### config.mk
export PLATFORM = sky130hd
export DESIGN_NAME = dm_top
export DESIGN_NICKNAME = d
export VERILOG_FILES = /design/src/dm_pkg.sv /design/src/dm_axil_slave.sv /design/src/dm_reg_decode.sv /design/src/dm_hart_ctrl.sv /design/src/dm_abstract_cmd.sv /design/src/dm_read_mux.sv /design/src/dm_top.sv
export VERILOG_INCLUDE_DIRS = /design/src
export SDC_FILE = /design/constraint.sdc
export NUM_CORES = 1
export LEC_CHECK = 0
export ABC_AREA = 0
export BUFFER_PORTS_ARGS = -buffer_cell sky130_fd_sc_hd__buf_2
export CELL_PAD_IN_SITES_DETAIL_PLACEMENT = 0
export CELL_PAD_IN_SITES_GLOBAL_PLACEMENT = 2
export CORE_MARGIN = 5
export CORE_UTILIZATION = 39
export CTS_BUF_LIST = sky130_fd_sc_hd__clkbuf_4
export CTS_CLUSTER_SIZE = 24
export DETAILED_ROUTE_END_ITERATION = 10
export GPL_TIMING_DRIVEN = 0
export PLACE_DENSITY = 0.89
export SYNTH_ARGS = -nofsm -noshare
export SYNTH_HDL_FRONTEND = slang
export SYNTH_SLANG_ARGS = --single-unit
### constraint.sdc
create_clock -name CLK -period 20.3 [get_ports CLK]
set_input_delay 4.06 -clock CLK [delete_from_list [all_inputs] [get_ports CLK]]
set_output_delay 4.06 -clock CLK [all_outputs]
set_load 0.05 [all_outputs]
### src/dm_settings.svh
// debug module settings: hart count, field widths, fixed fields and register map
`ifndef DM_SETTINGS_SVH
`define DM_SETTINGS_SVH

// hart count and field widths
`define DM_NUM_HARTS 1
`define DM_ADDR_W 8
`define DM_DATA_W 32
`define DM_HARTSEL_W 10
`define DM_REGNO_W 16
`define DM_XLEN 64

// fixed values reported to the host
`define DM_VERSION 2
`define DM_DATACOUNT 2

// word addresses of the implemented registers
`define DM_ADDR_DATA0 8'h04
`define DM_ADDR_DATA1 8'h05
`define DM_ADDR_DMCONTROL 8'h10
`define DM_ADDR_DMSTATUS 8'h11
`define DM_ADDR_ABSTRACTCS 8'h16
`define DM_ADDR_COMMAND 8'h17

`endif

### src/dm_pkg.sv
// debug module shared types: vectors, register strobes, status bundles and command states
`include "dm_settings.svh"

package dm_pkg;

	// plain vectors with a meaning
	typedef logic [`DM_ADDR_W-1:0] dm_addr_t;
	typedef logic [`DM_DATA_W-1:0] dm_word_t;
	typedef logic [`DM_NUM_HARTS-1:0] hart_vec_t;
	typedef logic [`DM_HARTSEL_W-1:0] hartsel_t;
	typedef logic [`DM_REGNO_W-1:0] regno_t;
	typedef logic [`DM_XLEN-1:0] xlen_t;
	typedef logic [2:0] cmderr_t;

	// one accepted bus write, valid for a single cycle
	typedef struct packed {
		logic valid;
		dm_addr_t addr;
		dm_word_t data;
	} reg_wr_t;

	// dmcontrol write, fields already unpacked
	typedef struct packed {
		logic valid;
		logic haltreq;
		logic resumereq;
		logic hartreset;
		logic ackhavereset;
		hartsel_t hartsel;
		logic setresethaltreq;
		logic clrresethaltreq;
		logic ndmreset;
		logic dmactive;
	} dmcontrol_wr_t;

	// writes seen by the abstract command block
	typedef struct packed {
		logic cmd_valid;
		logic [7:0] cmdtype;
		logic [2:0] aarsize;
		logic transfer;
		logic write;
		regno_t regno;
		logic abscs_valid;
		// write-1-to-clear bits of cmderr
		cmderr_t cmderr_clr;
		logic data0_valid;
		logic data1_valid;
		dm_word_t data;
	} abs_wr_t;

	// member order is dmstatus bits 19 down to 8
	typedef struct packed {
		logic allhavereset;
		logic anyhavereset;
		logic allresumeack;
		logic anyresumeack;
		logic allnonexistent;
		logic anynonexistent;
		logic allunavail;
		logic anyunavail;
		logic allrunning;
		logic anyrunning;
		logic allhalted;
		logic anyhalted;
	} dmstatus_t;

	// readable part of dmcontrol
	typedef struct packed {
		logic hartreset;
		hartsel_t hartsel;
		logic ndmreset;
		logic dmactive;
	} dmcontrol_rd_t;

	typedef struct packed {
		logic busy;
		cmderr_t cmderr;
		dm_word_t data0;
		dm_word_t data1;
	} abs_rd_t;

	// access register request to the core
	typedef struct packed {
		regno_t regno;
		logic write;
		logic is32w;
		xlen_t wdata;
	} core_reg_req_t;

	typedef enum logic [1:0] {
		IDLE,
		WAIT_CORE
	} abs_state_t;

endpackage

### src/dm_axil_slave.sv
// AXI4-Lite slave turning bus transactions into register write strobes and read lookups
`timescale 1ns/1ps

module dm_axil_slave (
	input logic CLK,
	input logic RSTn,
	input dm_pkg::dm_addr_t S_AXI_AWADDR,
	input logic S_AXI_AWVALID,
	output logic S_AXI_AWREADY,
	input dm_pkg::dm_word_t S_AXI_WDATA,
	input logic S_AXI_WVALID,
	output logic S_AXI_WREADY,
	output logic [1:0] S_AXI_BRESP,
	output logic S_AXI_BVALID,
	input logic S_AXI_BREADY,
	input dm_pkg::dm_addr_t S_AXI_ARADDR,
	input logic S_AXI_ARVALID,
	output logic S_AXI_ARREADY,
	output dm_pkg::dm_word_t S_AXI_RDATA,
	output logic [1:0] S_AXI_RRESP,
	output logic S_AXI_RVALID,
	input logic S_AXI_RREADY,
	input dm_pkg::dm_word_t rd_data,
	output dm_pkg::reg_wr_t wr,
	output dm_pkg::dm_addr_t rd_addr
);

	logic wr_ready;
	// set at acceptance, dropped once the response is taken
	logic wr_pend;
	logic wr_hs;
	logic rd_hs;

	// aw and w are always taken together
	assign S_AXI_AWREADY = wr_ready;
	assign S_AXI_WREADY = wr_ready;
	assign wr_hs = wr_ready & S_AXI_AWVALID & S_AXI_WVALID;
	assign rd_hs = S_AXI_ARREADY & S_AXI_ARVALID;

	// always OKAY
	assign S_AXI_BRESP = 2'b00;
	assign S_AXI_RRESP = 2'b00;

	// strobe in the handshake cycle, address and data straight from the bus
	assign wr = '{valid: wr_hs, addr: S_AXI_AWADDR, data: S_AXI_WDATA};
	assign rd_addr = S_AXI_ARADDR;

	// one-cycle ready, blocked while a write is outstanding
	always_ff @(posedge CLK or negedge RSTn) begin
		if (!RSTn) begin
			wr_ready <= 1'b0;
			wr_pend <= 1'b0;
		end else if (!wr_ready && !wr_pend && S_AXI_AWVALID && S_AXI_WVALID) begin
			wr_ready <= 1'b1;
			wr_pend <= 1'b1;
		end else begin
			wr_ready <= 1'b0;
			if (S_AXI_BVALID && S_AXI_BREADY)
				wr_pend <= 1'b0;
		end
	end

	// response held until the host takes it
	always_ff @(posedge CLK or negedge RSTn) begin
		if (!RSTn)
			S_AXI_BVALID <= 1'b0;
		else if (wr_hs)
			S_AXI_BVALID <= 1'b1;
		else if (S_AXI_BREADY)
			S_AXI_BVALID <= 1'b0;
	end

	// read side, no new address while data waits
	always_ff @(posedge CLK or negedge RSTn) begin
		if (!RSTn) begin
			S_AXI_ARREADY <= 1'b0;
			S_AXI_RVALID <= 1'b0;
		end else begin
			S_AXI_ARREADY <= !S_AXI_ARREADY && S_AXI_ARVALID && !S_AXI_RVALID;
			if (rd_hs)
				S_AXI_RVALID <= 1'b1;
			else if (S_AXI_RREADY)
				S_AXI_RVALID <= 1'b0;
		end
	end

	// read data sampled at acceptance
	always_ff @(posedge CLK) begin
		if (rd_hs)
			S_AXI_RDATA <= rd_data;
	end

endmodule

### src/dm_reg_decode.sv
// register write decoder splitting bus strobes into dmcontrol and abstract command writes
`timescale 1ns/1ps
`include "dm_settings.svh"

module dm_reg_decode (
	input dm_pkg::reg_wr_t wr,
	output dm_pkg::dmcontrol_wr_t ctrl_wr,
	output dm_pkg::abs_wr_t abs_wr
);

	// dmcontrol bit fields
	always_comb begin
		ctrl_wr.valid = wr.valid && (wr.addr == `DM_ADDR_DMCONTROL);
		ctrl_wr.haltreq = wr.data[31];
		ctrl_wr.resumereq = wr.data[30];
		ctrl_wr.hartreset = wr.data[29];
		ctrl_wr.ackhavereset = wr.data[28];
		// hartsello only
		ctrl_wr.hartsel = wr.data[25:16];
		ctrl_wr.setresethaltreq = wr.data[3];
		ctrl_wr.clrresethaltreq = wr.data[2];
		ctrl_wr.ndmreset = wr.data[1];
		ctrl_wr.dmactive = wr.data[0];
	end

	// command, abstractcs and data strobes
	always_comb begin
		abs_wr.cmd_valid = wr.valid && (wr.addr == `DM_ADDR_COMMAND);
		abs_wr.cmdtype = wr.data[31:24];
		abs_wr.aarsize = wr.data[22:20];
		abs_wr.transfer = wr.data[17];
		abs_wr.write = wr.data[16];
		abs_wr.regno = wr.data[15:0];
		abs_wr.abscs_valid = wr.valid && (wr.addr == `DM_ADDR_ABSTRACTCS);
		// cmderr sits in abstractcs 10:8
		abs_wr.cmderr_clr = wr.data[10:8];
		abs_wr.data0_valid = wr.valid && (wr.addr == `DM_ADDR_DATA0);
		abs_wr.data1_valid = wr.valid && (wr.addr == `DM_ADDR_DATA1);
		abs_wr.data = wr.data;
	end

endmodule

### src/dm_hart_ctrl.sv
// hart control: dmcontrol state, hart request outputs and dmstatus summaries
`timescale 1ns/1ps
`include "dm_settings.svh"

module dm_hart_ctrl (
	input logic CLK,
	input logic RSTn,
	input dm_pkg::dmcontrol_wr_t ctrl_wr,
	input dm_pkg::hart_vec_t hart_in_reset,
	input dm_pkg::hart_vec_t hart_halted,
	output dm_pkg::hart_vec_t hart_halt_req,
	output dm_pkg::hart_vec_t hart_resume_req,
	output dm_pkg::hart_vec_t hart_reset_req,
	output dm_pkg::hart_vec_t hart_halt_on_reset,
	output logic ndmreset,
	output logic dmactive,
	output dm_pkg::dmstatus_t status,
	output dm_pkg::dmcontrol_rd_t ctrl_rd
);

	logic haltreq_q;
	logic hartreset_q;
	logic resume_q;
	logic halt_on_reset_q;
	dm_pkg::hartsel_t hartsel_q;
	dm_pkg::hart_vec_t havereset_q;
	dm_pkg::hart_vec_t resumeack_q;
	dm_pkg::hart_vec_t resume_pend_q;
	dm_pkg::hart_vec_t sel;
	dm_pkg::hart_vec_t wr_sel;
	dm_pkg::hart_vec_t resume_mask;
	dm_pkg::hart_vec_t ack_mask;
	dm_pkg::hart_vec_t running;
	logic active_nxt;
	logic wr_en;
	logic in_range;

	// one-hot of the hart with this index
	function automatic dm_pkg::hart_vec_t sel_of(input dm_pkg::hartsel_t h);
		dm_pkg::hart_vec_t s;
		s = '0;
		for (int i = 0; i < `DM_NUM_HARTS; i++)
			s[i] = (h == dm_pkg::hartsel_t'(i));
		return s;
	endfunction

	// all selected harts have v, zero when none is selected
	function automatic logic all_of(input dm_pkg::hart_vec_t v, input dm_pkg::hart_vec_t s);
		return (|s) & (&(v | ~s));
	endfunction

	// a write clearing dmactive clears the rest on the same edge
	assign active_nxt = ctrl_wr.valid ? ctrl_wr.dmactive : dmactive;
	// other fields only count when the write keeps or sets dmactive
	assign wr_en = ctrl_wr.valid & ctrl_wr.dmactive;
	assign sel = sel_of(hartsel_q);
	// written hartsel applies to the acks of its own write
	assign wr_sel = sel_of(ctrl_wr.hartsel);
	assign resume_mask = {`DM_NUM_HARTS{wr_en & ctrl_wr.resumereq & ~ctrl_wr.haltreq}} & wr_sel;
	assign ack_mask = {`DM_NUM_HARTS{wr_en & ctrl_wr.ackhavereset}} & wr_sel;
	assign in_range = (hartsel_q < `DM_NUM_HARTS);

	always_ff @(posedge CLK or negedge RSTn) begin
		if (!RSTn)
			dmactive <= 1'b0;
		else if (ctrl_wr.valid)
			dmactive <= ctrl_wr.dmactive;
	end

	always_ff @(posedge CLK or negedge RSTn) begin
		if (!RSTn) begin
			haltreq_q <= 1'b0;
			hartreset_q <= 1'b0;
			ndmreset <= 1'b0;
			hartsel_q <= '0;
			halt_on_reset_q <= 1'b0;
			resume_q <= 1'b0;
			havereset_q <= '0;
			resumeack_q <= '0;
			resume_pend_q <= '0;
		end else if (!active_nxt) begin
			haltreq_q <= 1'b0;
			hartreset_q <= 1'b0;
			ndmreset <= 1'b0;
			hartsel_q <= '0;
			halt_on_reset_q <= 1'b0;
			resume_q <= 1'b0;
			havereset_q <= '0;
			resumeack_q <= '0;
			resume_pend_q <= '0;
		end else begin
			// levels
			if (wr_en) begin
				haltreq_q <= ctrl_wr.haltreq;
				hartreset_q <= ctrl_wr.hartreset;
				ndmreset <= ctrl_wr.ndmreset;
				hartsel_q <= ctrl_wr.hartsel;
				// clear wins over set
				if (ctrl_wr.clrresethaltreq)
					halt_on_reset_q <= 1'b0;
				else if (ctrl_wr.setresethaltreq)
					halt_on_reset_q <= 1'b1;
			end
			// resume pulse for one cycle
			resume_q <= |resume_mask;
			havereset_q <= (havereset_q | hart_in_reset) & ~ack_mask;
			// pending resume acks once the hart leaves halt
			resumeack_q <= (resumeack_q | (resume_pend_q & ~hart_halted)) & ~resume_mask;
			resume_pend_q <= (resume_pend_q & hart_halted) | resume_mask;
		end
	end

	assign hart_halt_req = {`DM_NUM_HARTS{haltreq_q}} & sel;
	assign hart_resume_req = {`DM_NUM_HARTS{resume_q}} & sel;
	assign hart_reset_req = {`DM_NUM_HARTS{hartreset_q}} & sel;
	assign hart_halt_on_reset = {`DM_NUM_HARTS{halt_on_reset_q}} & sel;

	// status summaries over the selected harts
	assign running = ~hart_halted & ~hart_in_reset;
	assign status.allhavereset = all_of(havereset_q, sel);
	assign status.anyhavereset = |(havereset_q & sel);
	assign status.allresumeack = all_of(resumeack_q, sel);
	assign status.anyresumeack = |(resumeack_q & sel);
	assign status.allnonexistent = ~in_range;
	assign status.anynonexistent = ~in_range;
	assign status.allunavail = all_of(hart_in_reset, sel);
	assign status.anyunavail = |(hart_in_reset & sel);
	assign status.allrunning = all_of(running, sel);
	assign status.anyrunning = |(running & sel);
	assign status.allhalted = all_of(hart_halted, sel);
	assign status.anyhalted = |(hart_halted & sel);

	assign ctrl_rd = '{hartreset: hartreset_q, hartsel: hartsel_q, ndmreset: ndmreset,
		dmactive: dmactive};

endmodule

### src/dm_abstract_cmd.sv
// abstract command engine: access register requests, data0/data1 and cmderr
`timescale 1ns/1ps

module dm_abstract_cmd (
	input logic CLK,
	input logic RSTn,
	input logic dmactive,
	input dm_pkg::abs_wr_t abs_wr,
	input logic any_halted,
	input logic core_req_ready,
	input dm_pkg::xlen_t core_rdata,
	output logic core_req_valid,
	output dm_pkg::core_reg_req_t core_req,
	output dm_pkg::abs_rd_t abs_rd
);

	dm_pkg::abs_state_t state;
	dm_pkg::cmderr_t cmderr;
	dm_pkg::dm_word_t data0;
	dm_pkg::dm_word_t data1;
	logic busy;
	logic any_wr;
	logic bad_cmd;

	assign busy = (state == dm_pkg::WAIT_CORE);
	assign core_req_valid = busy;
	// every register that collides with a running command
	assign any_wr = abs_wr.cmd_valid | abs_wr.abscs_valid | abs_wr.data0_valid
		| abs_wr.data1_valid;
	// access register only, 32 or 64 bit when transferring
	assign bad_cmd = (abs_wr.cmdtype != 8'd0)
		|| (abs_wr.transfer && (abs_wr.aarsize != 3'd2) && (abs_wr.aarsize != 3'd3));

	always_ff @(posedge CLK or negedge RSTn) begin
		if (!RSTn) begin
			state <= dm_pkg::IDLE;
			cmderr <= '0;
			data0 <= '0;
			data1 <= '0;
		end else if (!dmactive) begin
			state <= dm_pkg::IDLE;
			cmderr <= '0;
			data0 <= '0;
			data1 <= '0;
		end else if (busy) begin
			// busy error, the write itself is dropped
			if (any_wr)
				cmderr <= 3'd1;
			if (core_req_ready) begin
				state <= dm_pkg::IDLE;
				// read result, high word only for 64 bit
				if (!core_req.write) begin
					data0 <= core_rdata[31:0];
					if (!core_req.is32w)
						data1 <= core_rdata[63:32];
				end
			end
		end else begin
			if (abs_wr.data0_valid)
				data0 <= abs_wr.data;
			if (abs_wr.data1_valid)
				data1 <= abs_wr.data;
			if (abs_wr.abscs_valid)
				cmderr <= cmderr & ~abs_wr.cmderr_clr;
			// new command only with a clean cmderr
			if (abs_wr.cmd_valid && (cmderr == 3'd0)) begin
				if (bad_cmd)
					cmderr <= 3'd2;
				else if (!any_halted)
					cmderr <= 3'd4;
				else if (abs_wr.transfer)
					state <= dm_pkg::WAIT_CORE;
			end
		end
	end

	// request fields captured with the command, held while waiting
	always_ff @(posedge CLK) begin
		if (!busy && abs_wr.cmd_valid) begin
			core_req.regno <= abs_wr.regno;
			core_req.write <= abs_wr.write;
			core_req.is32w <= (abs_wr.aarsize == 3'd2);
			core_req.wdata <= {data1, data0};
		end
	end

	assign abs_rd = '{busy: busy, cmderr: cmderr, data0: data0, data1: data1};

endmodule

### src/dm_read_mux.sv
// readback mux building the addressed register word with its fixed fields
`timescale 1ns/1ps
`include "dm_settings.svh"

module dm_read_mux (
	input dm_pkg::dm_addr_t rd_addr,
	input dm_pkg::dmstatus_t status,
	input dm_pkg::dmcontrol_rd_t ctrl_rd,
	input dm_pkg::abs_rd_t abs_rd,
	output dm_pkg::dm_word_t rd_data
);

	dm_pkg::dm_word_t dmstatus_w;
	dm_pkg::dm_word_t dmcontrol_w;
	dm_pkg::dm_word_t abstractcs_w;

	// impebreak 0, authenticated and hasresethaltreq set, no confstrptr
	assign dmstatus_w = {12'b0, status, 1'b1, 1'b0, 1'b1, 1'b0, 4'(`DM_VERSION)};

	// write-only bits and hartselhi read 0
	assign dmcontrol_w = {2'b0, ctrl_rd.hartreset, 3'b0, ctrl_rd.hartsel, 14'b0,
		ctrl_rd.ndmreset, ctrl_rd.dmactive};

	// no program buffer
	assign abstractcs_w = {3'b0, 5'd0, 11'b0, abs_rd.busy, 1'b0, abs_rd.cmderr, 4'b0,
		4'(`DM_DATACOUNT)};

	always_comb begin
		case (rd_addr)
			`DM_ADDR_DATA0: rd_data = abs_rd.data0;
			`DM_ADDR_DATA1: rd_data = abs_rd.data1;
			`DM_ADDR_DMCONTROL: rd_data = dmcontrol_w;
			`DM_ADDR_DMSTATUS: rd_data = dmstatus_w;
			`DM_ADDR_ABSTRACTCS: rd_data = abstractcs_w;
			// command and unmapped addresses
			default: rd_data = '0;
		endcase
	end

endmodule

### src/dm_top.sv
// debug module top: AXI4-Lite front end, write decode, hart control, commands and readback
`timescale 1ns/1ps

module dm_top (
	input logic CLK,
	input logic RSTn,
	input dm_pkg::dm_addr_t S_AXI_AWADDR,
	input logic S_AXI_AWVALID,
	output logic S_AXI_AWREADY,
	input dm_pkg::dm_word_t S_AXI_WDATA,
	input logic S_AXI_WVALID,
	output logic S_AXI_WREADY,
	output logic [1:0] S_AXI_BRESP,
	output logic S_AXI_BVALID,
	input logic S_AXI_BREADY,
	input dm_pkg::dm_addr_t S_AXI_ARADDR,
	input logic S_AXI_ARVALID,
	output logic S_AXI_ARREADY,
	output dm_pkg::dm_word_t S_AXI_RDATA,
	output logic [1:0] S_AXI_RRESP,
	output logic S_AXI_RVALID,
	input logic S_AXI_RREADY,
	output logic ndmreset,
	output logic dmactive,
	output dm_pkg::hart_vec_t hart_halt_req,
	output dm_pkg::hart_vec_t hart_resume_req,
	output dm_pkg::hart_vec_t hart_reset_req,
	output dm_pkg::hart_vec_t hart_halt_on_reset,
	input dm_pkg::hart_vec_t hart_in_reset,
	input dm_pkg::hart_vec_t hart_halted,
	output logic core_req_valid,
	output dm_pkg::core_reg_req_t core_req,
	input logic core_req_ready,
	input dm_pkg::xlen_t core_rdata
);

	dm_pkg::reg_wr_t wr;
	dm_pkg::dm_addr_t rd_addr;
	dm_pkg::dm_word_t rd_data;
	dm_pkg::dmcontrol_wr_t ctrl_wr;
	dm_pkg::abs_wr_t abs_wr;
	dm_pkg::dmstatus_t status;
	dm_pkg::dmcontrol_rd_t ctrl_rd;
	dm_pkg::abs_rd_t abs_rd;

	// bus front end, kept alive while dmactive is low
	dm_axil_slave u_axil (
		.CLK(CLK), .RSTn(RSTn),
		.S_AXI_AWADDR(S_AXI_AWADDR), .S_AXI_AWVALID(S_AXI_AWVALID),
		.S_AXI_AWREADY(S_AXI_AWREADY),
		.S_AXI_WDATA(S_AXI_WDATA), .S_AXI_WVALID(S_AXI_WVALID), .S_AXI_WREADY(S_AXI_WREADY),
		.S_AXI_BRESP(S_AXI_BRESP), .S_AXI_BVALID(S_AXI_BVALID), .S_AXI_BREADY(S_AXI_BREADY),
		.S_AXI_ARADDR(S_AXI_ARADDR), .S_AXI_ARVALID(S_AXI_ARVALID),
		.S_AXI_ARREADY(S_AXI_ARREADY),
		.S_AXI_RDATA(S_AXI_RDATA), .S_AXI_RRESP(S_AXI_RRESP), .S_AXI_RVALID(S_AXI_RVALID),
		.S_AXI_RREADY(S_AXI_RREADY),
		.rd_data(rd_data), .wr(wr), .rd_addr(rd_addr)
	);

	dm_reg_decode u_decode (
		.wr(wr), .ctrl_wr(ctrl_wr), .abs_wr(abs_wr)
	);

	dm_hart_ctrl u_hart (
		.CLK(CLK), .RSTn(RSTn), .ctrl_wr(ctrl_wr),
		.hart_in_reset(hart_in_reset), .hart_halted(hart_halted),
		.hart_halt_req(hart_halt_req), .hart_resume_req(hart_resume_req),
		.hart_reset_req(hart_reset_req), .hart_halt_on_reset(hart_halt_on_reset),
		.ndmreset(ndmreset), .dmactive(dmactive), .status(status), .ctrl_rd(ctrl_rd)
	);

	// commands gated by the halted summary of the selected hart
	dm_abstract_cmd u_abs (
		.CLK(CLK), .RSTn(RSTn), .dmactive(dmactive), .abs_wr(abs_wr),
		.any_halted(status.anyhalted), .core_req_ready(core_req_ready),
		.core_rdata(core_rdata), .core_req_valid(core_req_valid), .core_req(core_req),
		.abs_rd(abs_rd)
	);

	dm_read_mux u_rmux (
		.rd_addr(rd_addr), .status(status), .ctrl_rd(ctrl_rd), .abs_rd(abs_rd),
		.rd_data(rd_data)
	);

endmodule

Yosys cells after proc, flatten, opt, wreduce, memory -nomap -nowiden
Cells that the tools add are included.
{"block": "op_classes", "magnitude_cmp": 1, "n_eq_ne": 26, "n_mux": 50, "bitwise_logic": 48, "n_reduce_logical": 32}
{"op": "32-bit 2-to-1 mux", "n": 11}
{"op": "32-bit case mux with 5 select lines", "n": 1}
{"op": "8-bit by 5-bit equality test with 1-bit output (second input constant)", "n": 6}
{"op": "8-bit by 3-bit equality test with 1-bit output (second input constant)", "n": 4}
{"op": "1-bit AND", "n": 28}
{"op": "1-bit 2-to-1 mux", "n": 22}
{"op": "3-bit 2-to-1 mux", "n": 7}
{"op": "10-bit logical NOT", "n": 2}
{"op": "10-bit 2-to-1 mux", "n": 2}
{"op": "1-bit logical AND", "n": 15}
{"op": "3-bit != test (second input constant)", "n": 5}
{"op": "2-bit 2-to-1 mux", "n": 7}
{"op": "3-bit by 1-bit != test with 1-bit output (second input constant)", "n": 4}
{"op": "3-bit by 2-bit != test with 1-bit output (second input constant)", "n": 4}
{"op": "1-bit bitwise OR", "n": 11}
{"op": "10-bit by 1-bit less-than comparator with 1-bit output (second input constant)", "n": 1}
{"op": "8-bit nonzero test", "n": 1}
{"op": "1-bit inverter", "n": 7}
{"op": "2-bit nonzero test", "n": 3}
{"op": "1-bit logical NOT", "n": 5}
{"op": "5-bit AND reduction", "n": 1}
{"op": "4-bit AND reduction", "n": 1}
{"op": "3-bit AND", "n": 1}
{"op": "3-bit by 2-bit equality test with 1-bit output (second input constant)", "n": 1}
{"op": "other kinds (7)", "n": 7}
{"block": "word_totals", "ff_bits": 207, "input_bits": 122, "out_inout_bits": 130, "wordCells": 181}

Longest topological paths before layout
Gate-level depths: netlist of the first run.
{"block": "logic_depth", "depth_word": 10, "depth_mapped": 7}

By module
From an unflattened synthesis of the first run, not the netlist that was laid out.
{"block": "unflattened", "hier_cells": 832, "hier_area_um2": 10045.9}
{"module": "dm_abstract_cmd", "instances": 1, "cells_each": 432, "area_per_inst_um2": 5989.5, "seq_area_each_um2": 4164.0}
{"module": "dm_axil_slave", "instances": 1, "cells_each": 102, "area_per_inst_um2": 1562.7, "seq_area_each_um2": 1086.0}
{"module": "dm_hart_ctrl", "instances": 1, "cells_each": 94, "area_per_inst_um2": 943.4, "seq_area_each_um2": 475.5}
{"module": "dm_read_mux", "instances": 1, "cells_each": 111, "area_per_inst_um2": 849.6, "seq_area_each_um2": 0.0}
{"module": "dm_reg_decode", "instances": 1, "cells_each": 93, "area_per_inst_um2": 700.7, "seq_area_each_um2": 0.0}

Worst setup path after synthesis of the first run
Ideal clock, no wire load.
{"block": "synth_timing", "path_type": "in2reg", "start": "input S_AXI_AWADDR[3]", "end": "register, netlist name u_abs.core_req[0]", "setup_time_ns": 0.623, "arrival_ns": 10.188, "required_ns": 19.677, "slack_ns": 9.489, "cell_stages": 4, "n_path_buf": 1, "path_cell_list": "nor4_2 > buf_4 > nand2_1 > nor3_1"}
{"block": "synth_via", "elab_chain_len": 3}
{"item": "start: declaration", "line": "dm_top.sv:7", "source": "input dm_pkg::dm_addr_t S_AXI_AWADDR,"}
{"item": "8-bit by 5-bit equality test with 1-bit output (no source line)"}
{"item": "1-bit logical AND", "line": "dm_reg_decode.sv:28", "source": "abs_wr.cmd_valid = wr.valid && (wr.addr == `DM_ADDR_COMMAND);"}
{"item": "1-bit logical AND", "line": "dm_abstract_cmd.sv:79", "source": "if (!busy && abs_wr.cmd_valid) begin"}
No other way between the ends.
A chain may end at the register's enable or synchronous reset.

Final worst setup path of the first run
{"block": "layout_timing", "start": "register u_hart.hartsel_q[5]", "end": "output hart_resume_req"}
{"block": "layout_via", "elab_chain_len": 2}
{"item": "start: declaration", "line": "dm_hart_ctrl.sv:25", "source": "dm_pkg::hartsel_t hartsel_q;"}
{"item": "start signal: assignment", "line": "dm_hart_ctrl.sv:97", "source": "hartsel_q <= ctrl_wr.hartsel;"}
{"item": "10-bit logical NOT", "line": "dm_hart_ctrl.sv:43", "source": "s[i] = (h == dm_pkg::hartsel_t'(i));"}
{"item": "1-bit AND", "line": "dm_hart_ctrl.sv:114", "source": "assign hart_resume_req = {`DM_NUM_HARTS{resume_q}} & sel;"}
{"item": "end: declaration", "line": "dm_top.sv:26", "source": "output dm_pkg::hart_vec_t hart_resume_req,"}
No other way between the ends.

==> results of run 1 <==
power groups by stage:
stage / Combinational (uW) / Clock [uW] / Sequential, uW
floorplan: 41.6 / 0 / 500
global placement: 85.2 / 0 / 493
detailed placement: 88.2 / 0 / 493
CTS: 88.6 / 384 / 485
global route: 94.6 / 408 / 488
finish: 87.6 / 373 / 485
routing by layer:
metal  routed length [um]  up-vias  track usage [%]
met5                   25        -                0
met4                  625        4             6.62
met3                 2130       48             6.04
met2                12700      243             33.9
met1                10900     3095             26.0
li1                     -     2850                -
Yosys cell counts (all sizes together) (3+ instances only):
cell,number
and3,5
o21ai,9
nor4,8
a22o,76
and4,3
o2bb2ai,8
inv,12
a21oi,5
o221ai,4
buf,27
mux2i,27
a21o,3
nand4,7
dfrtp,92
nand2,10
nor2,19
a221o,6
nor2b,3
and2,7
edfxtp,114
clkbuf,13
mux2,69
nand3,7
nor3,5
cell type report:
cell class                      count  share of cell area [%]
Tap cell                          280                    3.17
Timing Repair Buffer              255                    12.4
Antenna cell                        4                  0.0906
Clock inverter                     10                   0.351
Clock buffer                       93                    6.32
Multi-Input combinational cell    307                    23.4
Sequential cell                   206                    51.8
Buffer                             40                    2.00
Inverter                           12                   0.408
worst paths after layout:
| check | cells after the start | slack [ps] | start | to |
|---|---|---|---|---|
| setup / recovery | 5 | 13700 | u_hart.hartsel_q[5]$_DFFE_PN0P_ | hart_resume_req |
| hold / removal | 1 | 440 | u_axil.S_AXI_ARREADY$_DFF_PN0_ | u_axil.S_AXI_ARREADY$_DFF_PN0_ |
| setup reg to reg | 7 | 17450 | u_axil.S_AXI_AWREADY$_DFF_PN0_ | u_abs.core_req[60]$_DFFE_PP_ |
| hold reg to reg | 1 | 440 | u_axil.S_AXI_ARREADY$_DFF_PN0_ | u_axil.S_AXI_ARREADY$_DFF_PN0_ |
| max in group asynchronous | 2 | 16180 | RSTn | u_abs.data1[18]$_DFFE_PN0P_ |
| min in group asynchronous | 1 | 3410 | RSTn | u_abs.data1[4]$_DFFE_PN0P_ |
cell families (layout without fill, tap and decap cells):
family	count (synthesis)	count (layout)	synth area share [%]
compound gates	121	121	11.8
other cells	1	8	0.0438
buf+inv	52	410	3.11
simple gates	85	85	5.87
mux	96	96	12.2
flops	206	206	66.9
xor+xnor	1	1	0.102
through the flow:
stage / instance area, um^2 / utilization (%)
after detailed placement: 10300 / 47.3
after CTS: 11000 / 50.7
after global routing: 11000 / 50.7
after floorplan: 8570 / -
final: 11000 / 50.8
after global placement: 10200 / 46.7
worst max-delay path: cells and delay by family, from the launching register on:
kind / cells / cell delay [ps]
and+or+nand+nor: 3 / 1000
buffers and inverters: 2 / 470
DFF: 1 / 420
registers in the layout, indices dropped and copies added, names as in the netlist, 3 cells and up:
register	count
u_hart.hartsel_q	10
u_abs.data1	32
u_abs.core_req	82
u_abs.data0	32
u_axil.S_AXI_RDATA	32
u_abs.cmderr	3
==> qor.csv, run 1 <==
stage,metric,value,unit
timing,worst-case hold slack,441,ps
critical_path,Worst path slowest cell,or4_4,
placed_design,global placement routability congestion,0.792,
power_and_ir_drop,static power due to leakage,0.00502,uW
power_and_ir_drop,portion of total power attributed to combinational logic,9.3,%
power_and_ir_drop,worst voltage drop across the vdd grid,0.0344,mV
drt,violation count after the first detailed-route iteration,240,
cts,number of buffers inserted by hold repair at cts,0,
cts,clock-pin slew on the worst setup and hold paths,60,ps
global_routing,antenna violations before repair,5,
finish,"most common cell after layout, fill and taps aside",buf_2,
drt,total detailed-routing wirelength,26300,um
global_routing,Overall Global Routing Usage,20.5,%
synthesis,cell area after synthesis,8560,um^2
drt,Routed WL per cell,21.8,um
placed_design,Placed Cells,1100,
floorplanning,starting density of the core,39.4,%
power_and_ir_drop,part of the power in registers,51.3,%
placed_design,worst setup timing slack at the placement stage,13640,ps
timing,fin crit share,32.5,%
critical_path,CP endpoint kind,primary output,
finish,flip-flop and latch area,5730,um^2
timing,Final Hold Violating Endpoints,0,
floorplanning,io pins,252,
timing,Final setup violation count,0,
finish,number of nets in the final layout,999,
synthesis,number of enable-type register cells in the synthesized netlist,114,
timing,Max transition margin,29.5,%
critical_path,worst endpoint required time,16240,ps
cts,TritonCTS Sinks,206,
timing,Fin Setup TNS,0,ps
floorplanning,width of the chip,158,um
drt,via count,6240,
finish,area of the multi-input gates,2590,um^2
hold_path,worst hold path class,flop to flop,
synthesis,top post-synthesis cells by area,"edfxtp_1, dfrtp_1, mux2_2",
power_and_ir_drop,cell internal power dissipation,714,uW
cts,buffer cell driving the clock tree root,clkbuf_4,
synthesis,share of the synthesized area in the top cell type,40.0,%
power_and_ir_drop,switching share of power,24.5,%
synthesis,register area share after synthesis,66.9,%
cts,clk_lat worst skew,650,ps
synthesis,top_reg_cell synth,edfxtp_1,
finish,"leading cell types in the layout, fill and taps excluded","buf_2, edfxtp_1, clkbuf_4",
synthesis,Syn Area/Cell,15.2,um^2
critical_path,CP max FO,10,
drt,DRC Markers,0,
power_and_ir_drop,total power draw,945,uW
cts,count of buffers added by post-CTS timing repair for setup,0,
finish,number of filler instances in the final layout,2010,
critical_path,startpoint types,flop,
drt,via/cell ratio,5.17,
timing,minimum clock period after layout,6600,ps
timing,Max Clock Skew,29.7,ps
finish,ratio of cells with drive above 1 in the final layout,49.1,%
timing,setup repair after global routing missed its margin,no,
critical_path,longest individual stage delay on the worst path,560,ps
critical_path,data arrival at the endpoint of the critical path,2540,ps
timing,pin slew with the least headroom to its limit,1050,ps
timing,count of final max-slew check failures,0,
drt,"antenna viol nets, final",0,
timing,Peak Freq,151,MHz
run,Max-cap violations,0,
global_routing,pin count of the biggest net entering global routing,52,
synthesis,number of warnings printed during yosys synthesis,0,
global_routing,via count of the first global-routing pass,6518,
critical_path,Critical Setup Path Class,flop to primary output,
finish,synthesis-to-finish area growth,29.0,%
cts,maximum level of the CTS H-tree,2,
cts,CTS tree,done,
power_and_ir_drop,clock network power share,39.4,%
synthesis,Seq cells post-synth,206,
floorplanning,area of the die,25000,um^2
global_routing,remaining global-route overflow,0,
floorplanning,Die Height,158,um
cts,number of gates resized after cts,0,
floorplanning,Rows,54,
placed_design,Port Buffers,246,
synthesis,share of flip-flops with an asynchronous set or reset after synthesis,44.7,%
synthesis,Yosys top cell by area,edfxtp_1,
placed_design,placed wire-length estimate,19000,um
power_and_ir_drop,Switching Power,231,uW
synthesis,Netlist cell types,52,
global_routing,wire length of the first global-routing pass,38500,um
outcome,run status,"complete, no violations",
critical_path,worst-path cell chain,or4_4 -> nor4_4 -> buf_6 -> and2_1 -> buf_2,
synthesis,synthesized instance count,562,
cts,largest buffer count on any clock path,3,
floorplanning,Core Footprint,21800,um^2
cts,number of buffers created by CTS,55,
finish,count of non-filler cells in the finished layout,1207,
power_and_ir_drop,power per unit of standard cell area,85.5,nW/um^2
drt,first-pass iteration count of the detailed router,4,
timing,worst setup margin,13700,ps
Note: power is estimated with default switching activity, not from simulation.
==> run 2: changes to the inputs <==
CORE_UTILIZATION = 36   (was 39)
PLACE_DENSITY = 0.83   (was 0.89)
clock period = 6.4 ns   (was 20.3 ns; I/O delays follow)
==> qor.csv, run 2 (synthesis gave the netlist of run 1 again) <==
stage,metric,value,unit,change
outcome,run status,"complete, no violations",,unchanged
critical_path,data arrival at the endpoint of the critical path,2530,ps,was 2540 ps
floorplanning,Core Footprint,23500,um^2,was 21800 um^2
timing,Peak Freq,263,MHz,
cts,number of gates resized after cts,0,,unchanged
critical_path,Critical Setup Path Class,flop to primary output,,unchanged
drt,DRC Markers,0,,unchanged
finish,max reg flops,82,,unchanged
global_routing,antenna violations before repair,1,,was 5
cts,count of buffers added by post-CTS timing repair for setup,0,,unchanged
timing,fin crit share,59.5,%,
power_and_ir_drop,static power due to leakage,0.00503,uW,was 0.00502 uW
global_routing,GR Util met1,25.9,%,was 26.0%
placed_design,global placement routability congestion,0.828,,was 0.792
global_routing,remaining global-route overflow,0,,unchanged
finish,flip-flop and latch area,5730,um^2,unchanged
critical_path,critical path startpoint,u_hart.hartsel_q[9]$_DFFE_PN0P_,,was u_hart.hartsel_q[5]$_DFFE_PN0P_
floorplanning,starting density of the core,36.5,%,was 39.4%
critical_path,critical register-to-register path startpoint,u_axil.S_AXI_AWREADY$_DFF_PN0_,,unchanged
cts,TritonCTS Sinks,206,,unchanged
timing,pin slew with the least headroom to its limit,894,ps,was 1050 ps
global_routing,Overall Global Routing Usage,19.6,%,was 20.5%
timing,Final Hold Violating Endpoints,0,,unchanged
finish,area of the multi-input gates,2590,um^2,about the same
timing,Max Clock Skew,29.9,ps,was 29.7 ps
finish,register with the most flip-flops,u_abs.core_req,,unchanged
drt,via/cell ratio,4.96,,was 5.17
finish,number of filler instances in the final layout,2218,,was 2010
placed_design,placed wire-length estimate,19400,um,was 19000 um
hold_path,Min-Delay Startpoint,u_axil.S_AXI_RVALID$_DFFE_PN0P_,,was u_axil.S_AXI_ARREADY$_DFF_PN0_
global_routing,via count of the first global-routing pass,6444,,was 6518
floorplanning,area of the die,27000,um^2,was 25000 um^2
drt,violation count after the first detailed-route iteration,308,,was 240
drt,"antenna viol nets, final",0,,unchanged
drt,total detailed-routing wirelength,26700,um,was 26300 um
cts,clk_lat worst skew,660,ps,was 650 ps
global_routing,pin count of the biggest net entering global routing,50,,was 52
finish,"most common cell after layout, fill and taps aside",buf_2,,unchanged
critical_path,worst endpoint required time,5120,ps,was 16240 ps
timing,minimum clock period after layout,3810,ps,
drt,Routed WL per cell,21.5,um,was 21.8 um
critical_path,startpoint types,flop,,unchanged
cts,buffer cell driving the clock tree root,clkbuf_4,,unchanged
hold_path,worst hold path class,flop to flop,,unchanged
cts,number of buffers created by CTS,54,,was 55
finish,"leading cell types in the layout, fill and taps excluded","buf_2, edfxtp_1, clkbuf_4",,unchanged
drt,via count,6141,,was 6240
cts,largest buffer count on any clock path,3,,unchanged
global_routing,global-route track usage on met2,32.0,%,was 33.9%
finish,count of non-filler cells in the finished layout,1238,,was 1207
finish,ratio of cells with drive above 1 in the final layout,49.2,%,was 49.1%
placed_design,Port Buffers,246,,unchanged
drt,first-pass iteration count of the detailed router,4,,unchanged
finish,number of nets in the final layout,996,,was 999
run,Max-cap violations,0,,unchanged
power_and_ir_drop,worst voltage drop across the vdd grid,0.109,mV,was 0.0344 mV
floorplanning,io pins,252,,unchanged
timing,Final setup violation count,0,,unchanged
timing,count of final max-slew check failures,0,,unchanged
global_routing,gr busiest metal,met2,,unchanged
cts,clock-pin slew on the worst setup and hold paths,70,ps,was 60 ps
finish,synthesis-to-finish area growth,30.0,%,was 29.0%
critical_path,CP endpoint kind,primary output,,unchanged
power_and_ir_drop,total power draw,3010,uW,was 945 uW
timing,Max transition margin,40.2,%,was 29.5%
cts,maximum level of the CTS H-tree,2,,unchanged
floorplanning,Die Height,164,um,was 158 um
power_and_ir_drop,power per unit of standard cell area,270,nW/um^2,was 85.5 nW/um^2
global_routing,wire length of the first global-routing pass,39400,um,was 38500 um
cts,CTS tree,done,,unchanged
cts,number of buffers inserted by hold repair at cts,0,,unchanged
critical_path,CP max FO,10,,unchanged
timing,setup repair after global routing missed its margin,no,,unchanged
placed_design,Post-DP Area,10400,um^2,was 10300 um^2
finish,Finished Core Util,47.4,%,was 50.8%
floorplanning,Rows,56,,was 54
finish,Post-Layout Inst Area,11100,um^2,was 11000 um^2
global_routing,fraction of met3 tracks used by global routing,5.09,%,was 6.04%
floorplanning,width of the chip,164,um,was 158 um
placed_design,Placed Cells,1137,,was 1100
[run 2: cell types whose count changed in the layout (fill, tap and decap cells not counted), moves of 3 or more]
cell / previous run / this run
clkinv_1: 9 / 5
buf_6: 9 / 4
buf_16: 1 / 6
diode_2: 4 / 1
[run 2: final timing paths]
| path | slack [ps] | depth (start not counted) | to |
|---|---|---|---|
| max | 2590 | 5 | hart_resume_req |
| min | 450 | 1 | u_axil.S_AXI_ARREADY$_DFF_PN0_ |
| max reg2reg | 3770 | 7 | u_abs.core_req[68]$_DFFE_PP_ |
| min reg2reg | 450 | 1 | u_axil.S_AXI_ARREADY$_DFF_PN0_ |
| max in group asynchronous | 5010 | 2 | u_abs.data1[6]$_DFFE_PN0P_ |
| min in group asynchronous | 670 | 1 | u_abs.data1[28]$_DFFE_PN0P_ |
[run 2: area by class of cell]
class                      count  area share (%)
clock inverter                 6           0.202
buffer                        40            1.99
timing repair buffer         253            12.7
multi-input combinational    307            23.3
tap                          319            3.59
sequential                   206            51.4
clock buffer                  94            6.34
antenna                        1          0.0225
inverter                      12           0.405
[run 2: stage by stage]
step | hold WS [ps] | worst slack (ps) | setup TNS [ps]
floorplan | 418 | 858 | 0
global placement | 430 | -1520 | -124040
detailed placement | 439 | 2600 | 0
CTS | 449 | 2510 | 0
global route | 469 | 2450 | 0
finish | 445 | 2590 | 0
[run 2: routing by layer]
metal,vias up,part of all wire [%]
met2,235,49
met1,3010,42
met4,0,1.9
li1,2852,-
met5,-,0
met3,44,7.4
[run 2: report_power, final]
group          internal [uW]  total, uW  switching [uW]
Clock                    653       1190             537
Sequential              1490       1540            50.6
Combinational            127        278             151
[run 2: worst max-delay path, cell delays in order (launching register included)]
cell and delay (ps):
dfrtp_1 400, or4_1 600, nor4_4 220, buf_6 200, and2_1 170, buf_2 280
==> run 3: changes to the inputs <==
CORE_UTILIZATION = 33   (was 36)
PLACE_DENSITY = 0.8   (was 0.83)
clock period = 3.2 ns   (was 6.4 ns; I/O delays follow)
==> qor.csv, run 3 (synthesis gave the netlist of run 1 again) <==
stage,metric,value,unit,change
outcome,run status,"complete, no violations",,unchanged
drt,via count,6215,,was 6141
placed_design,Port Buffers,246,,unchanged
critical_path,FF-to-FF setup slack,650,ps,was 3770 ps
timing,worst setup margin,162,ps,was 2590 ps
cts,TritonCTS Sinks,206,,unchanged
critical_path,startpoint types,flop,,unchanged
global_routing,antenna violations before repair,4,,was 1
drt,first-pass iteration count of the detailed router,5,,was 4
finish,register with the most flip-flops,u_abs.core_req,,unchanged
critical_path,Critical Setup Path Class,flop to primary output,,unchanged
floorplanning,starting density of the core,33.1,%,was 36.5%
finish,max reg flops,82,,unchanged
drt,"antenna viol nets, final",0,,unchanged
cts,CTS tree,done,,unchanged
finish,synthesis-to-finish area growth,31.6,%,was 30.0%
critical_path,data arrival at the endpoint of the critical path,2400,ps,was 2530 ps
timing,count of final max-slew check failures,0,,unchanged
finish,area of the multi-input gates,2620,um^2,was 2590 um^2
critical_path,CP max FO,5,,was 10
global_routing,remaining global-route overflow,0,,unchanged
global_routing,Overall Global Routing Usage,18.2,%,was 19.6%
placed_design,global placement routability congestion,0.818,,was 0.828
critical_path,worst endpoint required time,2560,ps,was 5120 ps
finish,count of non-filler cells in the finished layout,1264,,was 1238
drt,total detailed-routing wirelength,27400,um,was 26700 um
floorplanning,area of the die,29300,um^2,was 27000 um^2
timing,pin slew with the least headroom to its limit,941,ps,was 894 ps
critical_path,CP endpoint kind,primary output,,unchanged
drt,Routed WL per cell,21.7,um,was 21.5 um
timing,fin crit share,94.9,%,
finish,number of filler instances in the final layout,2468,,was 2218
floorplanning,Rows,59,,was 56
global_routing,pin count of the biggest net entering global routing,57,,was 50
timing,Peak Freq,329,MHz,
placed_design,Placed Cells,1153,,was 1137
critical_path,critical path startpoint,u_hart.hartsel_q[8]$_DFFE_PN0P_,,was u_hart.hartsel_q[9]$_DFFE_PN0P_
floorplanning,Die Height,171,um,was 164 um
timing,Max transition margin,37.0,%,was 40.2%
run,Max-cap violations,0,,unchanged
critical_path,buffers and inverters on the worst path,2,,unchanged
timing,setup repair after global routing missed its margin,no,,unchanged
critical_path,longest individual stage delay on the worst path,550,ps,was 600 ps
cts,maximum level of the CTS H-tree,2,,unchanged
power_and_ir_drop,power per unit of standard cell area,547,nW/um^2,was 270 nW/um^2
floorplanning,Core Footprint,25800,um^2,was 23500 um^2
power_and_ir_drop,static power due to leakage,0.00509,uW,was 0.00503 uW
timing,Max Clock Skew,24.5,ps,was 29.9 ps
timing,Final setup violation count,0,,unchanged
hold_path,Min-Delay Startpoint,S_AXI_WDATA[7],,was u_axil.S_AXI_RVALID$_DFFE_PN0P_
placed_design,placed wire-length estimate,19800,um,was 19400 um
critical_path,gate family responsible for the most delay along the worst path,simple AND/OR/NAND/NOR gates,,unchanged
placed_design,worst setup timing slack at the placement stage,93.2,ps,was 2600 ps
power_and_ir_drop,worst voltage drop across the vdd grid,0.223,mV,was 0.109 mV
drt,violation count after the first detailed-route iteration,350,,was 308
global_routing,via count of the first global-routing pass,6614,,was 6444
finish,ratio of cells with drive above 1 in the final layout,50.1,%,was 49.2%
hold_path,worst hold path class,primary input to flop,,was flop to flop
finish,flip-flop and latch area,5730,um^2,about the same
drt,via/cell ratio,4.92,,was 4.96
finish,"most common cell after layout, fill and taps aside",buf_2,,unchanged
global_routing,wire length of the first global-routing pass,39900,um,was 39400 um
critical_path,worst-path cell chain,or4_4 -> nor4_4 -> buf_6 -> and2_1 -> buf_4,,was or4_1 -> nor4_4 -> buf_6 -> and2_1 -> buf_2
critical_path,Worst path slowest cell,or4_4,,was or4_1
cts,clk_lat worst skew,670,ps,was 660 ps
floorplanning,width of the chip,171,um,was 164 um
timing,Final Hold Violating Endpoints,0,,unchanged
cts,number of buffers created by CTS,56,,was 54
finish,Post-Layout Inst Area,11300,um^2,was 11100 um^2
cts,buffer cell driving the clock tree root,clkbuf_4,,unchanged
finish,"leading cell types in the layout, fill and taps excluded","buf_2, edfxtp_1, clkbuf_4",,unchanged
critical_path,critical register-to-register path startpoint,u_axil.S_AXI_AWREADY$_DFF_PN0_,,unchanged
floorplanning,io pins,252,,unchanged
placed_design,Post-DP Area,10400,um^2,about the same
cts,clock-pin slew on the worst setup and hold paths,70,ps,about the same
drt,DRC Markers,0,,unchanged
timing,minimum clock period after layout,3040,ps,
finish,number of nets in the final layout,1002,,was 996
cts,largest buffer count on any clock path,3,,unchanged
-- run 3: cell count changes in the layout (fill, tap and decap cells not counted), moves of 2 or more --
cell / change
buf_4: +5
buf_2: -4
clkbuf_4: +3
buf_16: -2
buf_6: +2
-- run 3: area by class of cell --
class | instances | share of cell area, %
inverter | 12 | 0.400
antenna | 2 | 0.0444
sequential | 206 | 50.8
tap | 335 | 3.72
timing repair buffer | 257 | 12.8
buffer | 40 | 1.98
clock inverter | 8 | 0.511
multi-input combinational | 307 | 23.2
clock buffer | 97 | 6.46
-- run 3: where the power goes --
| part | internal, uW | switching [uW] | leakage (uW) | total (uW) |
|---|---|---|---|---|
| Combinational | 254 | 307 | 0.00233 | 562 |
| Clock | 1430 | 1090 | 0.000474 | 2530 |
| Sequential | 2970 | 99.8 | 0.00229 | 3070 |
| Total | 4660 | 1500 | 0.00509 | 6160 |
-- run 3: final timing paths --
| check | endpoint | cells after the start |
|---|---|---|
| max in group asynchronous | u_abs.data1[31]$_DFFE_PN0P_ | 3 |
| min reg2reg | u_axil.S_AXI_AWREADY$_DFF_PN0_ | 1 |
| max | hart_halt_on_reset | 5 |
| min in group asynchronous | u_abs.cmderr[0]$_DFFE_PN0P_ | 2 |
| max reg2reg | u_abs.core_req[31]$_DFFE_PP_ | 7 |
| min | u_abs.core_req[73]$_DFFE_PP_ | 1 |
-- run 3: repair_timing --
item,4_1_cts,5_1_grt
buffers inserted,0,3
pin swaps,0,1
gates cloned,0,0
hold endpoints to repair,36,0
endpoints found under the setup margin,4,4
gates resized for setup,5,3
hold buffers,1,0
-- run 3: stage by stage --
step | power, uW | hold slack [ps] | setup TNS [ps] | utilization, %
after floorplan | 3440 | 344 | -28350 | -
final | 6160 | 195 | 0 | 43.6
after CTS | 6250 | 131 | 0 | 43.5
after detailed placement | 3700 | 435 | 0 | 40.3
after global placement | 3670 | 425 | -143510 | 39.7
after global routing | 6430 | 148 | 0 | 43.6
-- run 3: metal layers --
layer,global-route usage [%],routed length [um],share of wire [%]
met5,0,21,0.077
met3,4.67,1970,7.2
met2,29.7,12900,47
met4,5.65,736,2.7
met1,23.9,11700,43
